===== config.mk =====
export PLATFORM = sky130hd
export DESIGN_NAME = burst_dma
export DESIGN_NICKNAME = d
export VERILOG_FILES = /design/src/host_dma_pkg.sv /design/src/burst_dma.sv
export SDC_FILE = /design/constraint.sdc
export NUM_CORES = 1
export LEC_CHECK = 0
export BUFFER_PORTS_ARGS = -buffer_cell sky130_fd_sc_hd__buf_2
export CORE_MARGIN = 3
export CORE_UTILIZATION = 48
export DETAILED_ROUTE_END_ITERATION = 8
export GPL_ROUTABILITY_DRIVEN = 0
export PLACE_DENSITY = 0.89
export SLEW_MARGIN = 20
export SYNTH_ARGS = -nofsm -noshare
export SYNTH_HDL_FRONTEND = slang
export SYNTH_SLANG_ARGS = --single-unit

===== constraint.sdc =====
create_clock -name okClk -period 5.2 [get_ports okClk]
set_input_delay 1.04 -clock okClk [delete_from_list [all_inputs] [get_ports okClk]]
set_output_delay 1.04 -clock okClk [all_outputs]
set_load 0.01 [all_outputs]

===== src/host_dma_pkg.sv =====
package host_dma_pkg;

	// ----------------------------------------------------------
	// data path widths
	// ----------------------------------------------------------

	typedef logic [31:0] word_t;		// one pipe / memory word
	typedef logic [15:0] addr_t;		// word address, low bits used by memory
	typedef logic [15:0] count_t;		// fifo occupancy and transfer length

	typedef enum logic {
		DIR_WRITE = 1'b0,				// in fifo -> memory
		DIR_READ  = 1'b1				// memory -> out fifo
	} dir_e;

	// host transfer descriptor
	typedef struct packed {
		dir_e   dir;
		addr_t  start_addr;
		count_t word_count;				// must be nonzero
	} xfer_t;

	// burst command, same shape as the controller command port
	typedef struct packed {
		logic       is_read;
		addr_t      addr;
		logic [5:0] burst_len;			// words in this burst
	} mem_cmd_t;

	typedef enum logic [2:0] {
		IDLE,
		WR_WAIT,						// wait for a burst worth of input
		WR_BURST,
		RD_WAIT,						// wait for room in the out fifo
		RD_CMD,
		RD_BURST,
		DONE
	} dma_state_e;

endpackage


===== src/burst_dma.sv =====
`timescale 1ns/1ps

module burst_dma #(
	parameter int FIFO_DEPTH = 1024,
	parameter int BURST_LEN  = 32		// at most 63
) (
	input  logic                   okClk,
	input  logic                   rst_n,

	// transfer descriptor
	input  logic                   xfer_valid,
	input  host_dma_pkg::xfer_t    xfer,
	output logic                   xfer_ready,
	output logic                   xfer_done,

	// input fifo side
	input  logic                   in_empty,
	input  host_dma_pkg::count_t   in_count,
	input  host_dma_pkg::word_t    in_data,
	output logic                   in_pop,

	// output fifo side
	input  host_dma_pkg::count_t   out_count,
	output logic                   out_push,
	output host_dma_pkg::word_t    out_data,

	// memory command and data
	input  logic                   cmd_ready,
	output logic                   cmd_valid,
	output host_dma_pkg::mem_cmd_t cmd,
	output logic                   wr_valid,
	output host_dma_pkg::word_t    wr_data,
	input  logic                   rd_valid,
	input  host_dma_pkg::word_t    rd_data
);

	localparam host_dma_pkg::count_t BURST_CNT = host_dma_pkg::count_t'(BURST_LEN);
	localparam host_dma_pkg::count_t DEPTH_CNT = host_dma_pkg::count_t'(FIFO_DEPTH);

	host_dma_pkg::dma_state_e state;
	host_dma_pkg::addr_t      cur_addr;	// address of the next burst
	host_dma_pkg::count_t     remain;	// words not yet commanded
	logic [5:0]               beats;	// words left in the current burst
	logic [5:0]               blen;
	host_dma_pkg::count_t     out_free;
	logic                     in_has_burst;
	logic                     cmd_fire;

	// ----------------------------------------------------------
	// burst sizing and flow conditions
	// ----------------------------------------------------------

	always_comb begin
		if (remain < BURST_CNT) begin
			blen = remain[5:0];			// short tail burst
		end else begin
			blen = 6'(BURST_LEN);
		end
	end

	assign out_free     = DEPTH_CNT - out_count;
	assign in_has_burst = (in_count >= host_dma_pkg::count_t'(blen));
	assign cmd_fire     = cmd_valid && cmd_ready;

	// ----------------------------------------------------------
	// outputs
	// ----------------------------------------------------------

	assign xfer_ready = (state == host_dma_pkg::IDLE);
	assign xfer_done  = (state == host_dma_pkg::DONE);

	assign cmd_valid = ((state == host_dma_pkg::WR_WAIT) && (remain != '0) && in_has_burst)
		|| (state == host_dma_pkg::RD_CMD);

	assign cmd = '{
		is_read:   (state == host_dma_pkg::RD_CMD),
		addr:      cur_addr,
		burst_len: blen
	};

	assign wr_valid = (state == host_dma_pkg::WR_BURST) && !in_empty;
	assign in_pop   = wr_valid;			// one input word per memory write
	assign wr_data  = in_data;

	assign out_push = (state == host_dma_pkg::RD_BURST) && rd_valid;
	assign out_data = rd_data;

	// ----------------------------------------------------------
	// transfer FSM
	// ----------------------------------------------------------

	always_ff @(posedge okClk or negedge rst_n) begin
		if (!rst_n) begin
			state    <= host_dma_pkg::IDLE;
			cur_addr <= '0;
			remain   <= '0;
			beats    <= '0;
		end else begin
			// every accepted command retires one burst of the descriptor
			if (cmd_fire) begin
				cur_addr <= cur_addr + host_dma_pkg::addr_t'(blen);
				remain   <= remain - host_dma_pkg::count_t'(blen);
				beats    <= blen;
			end

			case (state)
				host_dma_pkg::IDLE: begin
					if (xfer_valid) begin
						cur_addr <= xfer.start_addr;
						remain   <= xfer.word_count;
						if (xfer.dir == host_dma_pkg::DIR_WRITE) begin
							state <= host_dma_pkg::WR_WAIT;
						end else begin
							state <= host_dma_pkg::RD_WAIT;
						end
					end
				end

				host_dma_pkg::WR_WAIT: begin
					if (remain == '0) begin
						state <= host_dma_pkg::DONE;
					end else if (cmd_fire) begin
						state <= host_dma_pkg::WR_BURST;
					end
				end

				host_dma_pkg::WR_BURST: begin
					if (wr_valid) begin
						beats <= beats - 6'd1;
						if (beats == 6'd1) begin
							state <= host_dma_pkg::WR_WAIT;
						end
					end
				end

				host_dma_pkg::RD_WAIT: begin
					if (remain == '0) begin
						state <= host_dma_pkg::DONE;
					end else if (out_free >= host_dma_pkg::count_t'(blen)) begin
						state <= host_dma_pkg::RD_CMD;	// room for the whole burst
					end
				end

				host_dma_pkg::RD_CMD: begin
					if (cmd_fire) begin
						state <= host_dma_pkg::RD_BURST;
					end
				end

				host_dma_pkg::RD_BURST: begin
					if (rd_valid) begin
						beats <= beats - 6'd1;
						if (beats == 6'd1) begin
							state <= host_dma_pkg::RD_WAIT;
						end
					end
				end

				host_dma_pkg::DONE: begin
					state <= host_dma_pkg::IDLE;
				end

				default: begin
					state <= host_dma_pkg::IDLE;
				end
			endcase
		end
	end

	// ----------------------------------------------------------
	// checks
	// ----------------------------------------------------------

	a_nonzero_xfer: assert property (@(posedge okClk) disable iff (!rst_n)
		(xfer_valid && xfer_ready) |-> (xfer.word_count != '0))
		else $error("burst_dma: descriptor with zero word count");

	// memory must only return data for a read burst that is waiting for it
	a_rd_expected: assert property (@(posedge okClk) disable iff (!rst_n)
		rd_valid |-> (state == host_dma_pkg::RD_BURST))
		else $error("burst_dma: read data outside a read burst");

endmodule


# --- Word level (Yosys, flattened, before mapping) ---
# Cells that the tools add are included.
word_totals:
  wordCells: 60
  in_bits: 135
  out_inout_bits: 93
  ff_bits: 41
classes:
  reduce_logical: 11
  n_lt_le_gt_ge: 3
  addsub: 4
  muxes: 23
  n_eq_ne: 15
op_table:
  columns: ["operator", "count"]
  rows:
  - ["16-bit 2-to-1 mux", 6]
  - ["16-bit by 6-bit >= comparator with 1-bit output", 2]
  - ["3-bit 2-to-1 mux", 10]
  - ["6-bit 2-to-1 mux", 4]
  - ["3-bit case mux with 6 select lines", 1]
  - ["16-bit by 6-bit adder with 16-bit output", 1]
  - ["16-bit logical NOT", 1]
  - ["16-bit by 6-bit < comparator with 1-bit output (second input constant)", 1]
  - ["16-bit nonzero test", 1]
  - ["11-bit by 16-bit subtractor with 16-bit output (first input constant)", 1]
  - ["16-bit by 6-bit subtractor with 16-bit output", 1]
  - ["6-bit case mux with 2 select lines", 1]
  - ["3-bit == test (second input constant)", 3]
  - ["8-bit AND reduction", 1]
  - ["3-bit by 2-bit == test with 1-bit output (second input constant)", 2]
  - ["6-bit by 1-bit == test with 1-bit output (second input constant)", 1]
  - ["2-bit by 1-bit != test with 1-bit output (second input constant)", 3]
  - ["2-bit != test (second input constant)", 3]
  - ["6-bit by 1-bit subtractor with 6-bit output (second input constant)", 1]
  - ["1-bit logical AND", 5]
  - ["3-bit by 1-bit == test with 1-bit output (second input constant)", 1]
  - ["3-bit logical NOT", 1]
  - ["3-bit by 2-bit != test with 1-bit output (second input constant)", 1]
  - ["3-bit != test (second input constant)", 1]
  - ["other kinds (3)", 3]

# --- Longest topological paths before layout ---
depth:
  ltp_word: 9
  depth_mapped: 16
  ltp_nobuf: 14

# --- Least setup slack after synthesis ---
# OpenSTA, ideal clock, no wires.
synth_timing:
  kind: "reg2out"
  startpoint: "reg remain[5]"
  endpoint: "out cmd_valid"
  path_stages_with_launch: 13
  slack_ns: 1.420
  n_path_buf: 2
  arrival_time_ns: 2.740
  required_time_ns: 4.160
  path_cell_list: "dfrtp_1 > buf_2 > or3_1 > nor3_2 > nand2_2 > inv_1 > buf_4 > nand2_1 > ha_1 > a21o_1 > maj3_2 > a21oi_1 > nor2_1"
synth_rtl:
  columns: ["item", "line", "text"]
  rows:
  - ["from (decl)", "burst_dma.sv:42", "host_dma_pkg::count_t remain;"]
  - ["from (signal assigned)", "burst_dma.sv:102", "remain <= remain - host_dma_pkg::count_t'(blen);"]
  - ["from (signal assigned)", "burst_dma.sv:110", "remain <= xfer.word_count;"]
  - ["to (decl)", "burst_dma.sv:29", "output logic cmd_valid,"]

# --- Worst setup path after layout ---
layout_timing:
  startpoint: "reg remain[5]"
  endpoint: "out cmd_valid"
layout_via:
  elab_chain_len: 5
  word_cells_on_any_way: 7
  classes_between: "2 x order compare; 1 x mux; 4 x reduce/logical"
layout_rtl:
  columns: ["item", "line", "text"]
  rows:
  - ["16-bit by 6-bit < comparator with 1-bit output", "burst_dma.sv:54", "if (remain < BURST_CNT) begin"]
  - ["6-bit 2-to-1 mux", "burst_dma.sv:54", null]
  - ["16-bit by 6-bit >= comparator with 1-bit output", "burst_dma.sv:62", "assign in_has_burst = (in_count >= host_dma_pkg::count_t'(blen));"]
  - ["1-bit logical AND *", "burst_dma.sv:72", "assign cmd_valid = ((state == host_dma_pkg::WR_WAIT) && (remain != '0) && in_has_burst)"]
  - ["1-bit logical OR *", "burst_dma.sv:73", "|| (state == host_dma_pkg::RD_CMD);"]
# Every way passes the cells marked *; elsewhere a longest branch is shown, timed or not.

==> out/metrics.csv <==
metric,value,unit
outcome,"finished, final reports clean",
final hold slack,529,ps
Hold WC Path Type,reg2reg,
Critical Path Slowest Stage Cell,dfrtp_1,
Post-Route WL,10100,µm
CP peak stage delay,500,ps
DR pass1 iterations,5,
share of the clock period used by the worst path,91.9,%
Worst IR Drop VDD,269,µV
CTS Buffer Depth,2,
DP Area,3910,µm²
RSZ-0062 raised after global routing,false,
Synth top cells by count,"buf_4, nand2_1, dfrtp_1",
worst hold path startpoint,beats[5],
power after layout,0.00196,W
worst skew pair latency,300,ps
via count,3608,
Yosys top cell area share,26.7,%
Initial Util,49.5,%
gr ovfl total,0,
Setup crit end kind,output port,
worst slew pin tran,993,ps
global-route wire length before repair,15800,µm
post-synthesis cell type count,67,
wire per inst,16.6,µm
fmax,209,MHz
# DRC,0,
synthesized instance count,481,
Setup Skew,10.6,ps
Final HPWL DP,7830,µm
worst path required time,4160,ps
Lkg Pwr,1.81,nW
Resized cells post-CTS,0,
antenna violations before repair,0,
Mapped Area,3850,µm²
RR Startpoint,remain[5],
Total GRT Usage,21.9,%
Port-buffer cells,99,
max cap viols,0,
number of global-route vias before repair,3399,
Starting DRT DRC Count,216,
r2r endpoint,beats[5],
r2r worst-path depth,13,
final number of max-transition violations,0,
CTS buffer count,5,
hold_buf cts,0,
sequential element share of the synthesized area,26.7,%
cell taking the most area after synthesis,dfrtp_1,
setup bufs post-CTS,0,
post-route cell area,4020,µm²
IO Count,228,
vias per cell,5.91,
FF-to-FF setup slack,720,ps
Period minus WS final,4780,ps
ranking of synthesized cells by area,"dfrtp_1, buf_4, ha_1",
share of cells above drive strength 1,25.2,%
Ys Warns,0,
number of synthesized flops with an enable pin,0,
Syn Area/Cell,8.00,µm²
Die Ht,95.5,µm
asr flop ratio synth,100,%
most frequent cell after synthesis,buf_4,
Area Growth Syn to Fin,4.42,%
die width,95.5,µm
post-synthesis register bit count,41,
"CTS clk-pin slew, worst paths",90,ps
most frequently used flop master after synthesis,dfrtp_1,
CP cell instances,or3_1 -> nor3_2 -> nand2_2 -> inv_1 -> nand2_1 -> ha_1 -> a21oi_1 -> nor2b_1 -> or2_2 -> a21oi_1 -> nor2_1 -> buf_2,
critical path data arrival time,3740,ps
Layout Nets,662,
largest net degree at the start of global routing,47,
pwr/cell area,489,nW/µm²
CTS H-tree depth,2,
Rows,32,
setup_tns,0,ps
n_diodes,0,
Hold EP,beats[5],
CTS tree,yes,
Root Driver,clkbuf_8,
crit-path max FO,12,
antenna-violating nets left,0,
CORE AREA,7770,µm²
Worst slew margin,33.8,%
Final Hold Viols,0,
"most used cell, CP",a21oi_1,
WHS Path Cells,1,
Critical Path Source Type,register,
final setup fails,0,
post-synth net total,636,
clock sinks,41,
total die area,9120,µm²
Crit Path Class,reg2out,
==> through the flow <==
| stage | setup slack, ps | std cells | util (%) |
|---|---|---|---|
| floorplan | 1420 | 481 | - |
| global placement | 1050 | 602 | 50.3 |
| detailed placement | 824 | 602 | 50.3 |
| CTS | 476 | 610 | 51.7 |
| global route | 175 | 610 | 51.7 |
| finish | 419 | 610 | 51.7 |
==> sequential cells by signal, summed over array words and instances, names as in the netlist <==
name / cells
remain: 16
beats: 6
state: 3
cur_addr: 16
==> layer usage <==
metal  track usage, %  wire length [µm]  up-vias
met1             27.3              4060     1695
met2             37.0              4870      200
met5                0                 0        -
li1                 -                 -     1673
met4             9.00               280        0
met3             4.34               916       40
==> logic make-up after synthesis <==
logic type               count (synthesis)  synth area share, %
multiplexers                             5                 1.33
AO/OA/AOI/OAI                           99                 17.1
adder cells (fa/ha/maj)                 22                 7.25
AND/OR/NAND/NOR                        185                 24.6
flip-flops                              41                 26.7
buffers and inverters                  103                 17.2
other                                    1               0.0975
XOR/XNOR                                25                 5.69
==> final cells by class <==
class / count / area, µm²
clock buffers: 6 / 72.6
clock inverters: 2 / 38.8
fillers: 752 / 3750
inverters: 20 / 75.1
multi-input cells: 337 / 2160
flip-flops and latches: 41 / 1030
well taps: 102 / 128
repair buffers: 102 / 518
==> cells in the final DEF (no fill, tap or decap), types with 3 or more instances in the layout <==
master | synthesis | final
o21ai_0 | 25 | 25
nor2b_1 | 4 | 4
a31oi_1 | 8 | 8
a21oi_1 | 25 | 25
nand4_1 | 7 | 7
xor2_1 | 16 | 16
xnor2_1 | 9 | 9
inv_1 | 20 | 20
mux2i_1 | 4 | 4
or4_1 | 3 | 3
ha_1 | 19 | 19
o21ai_1 | 6 | 6
and2_1 | 4 | 4
buf_2 | 4 | 99
clkbuf_8 | 0 | 5
dfrtp_1 | 41 | 41
a21o_1 | 4 | 4
nor2_1 | 34 | 34
nor3_1 | 20 | 20
a311oi_2 | 3 | 3
nand2b_1 | 8 | 8
nand3_1 | 12 | 12
nor4_1 | 10 | 10
buf_4 | 66 | 3
and3_1 | 3 | 3
or3_1 | 4 | 4
nand2_1 | 60 | 60
==> critical path: cells and delay by family (launching register included) <==
family                     cells  cell delay, ps
buffers and inverters          2             510
and+or+nand+nor                7            1790
adders and majority gates      1             340
AOI/OAI and AO/OA              2             300
DFF                            1             500
==> how the worst max path moves through the flow <==
stage,from,to,slack [ps]
global placement,remain[5],cmd_valid,1050
finish,remain[5],cmd_valid,420
floorplan,remain[5],cmd_valid,1420
CTS,remain[5],cmd_valid,480
detailed placement,remain[5],cmd_valid,820
global route,remain[5],cmd_valid,180
==> power by group <==
group | internal, W | total (W) | switching (W)
Combinational | 0.000424 | 0.00100 | 0.000579
Sequential | 0.000474 | 0.000694 | 0.000220
Clock | 0.000144 | 0.000267 | 0.000122
No activity file was read; power rests on OpenSTA's default activity.
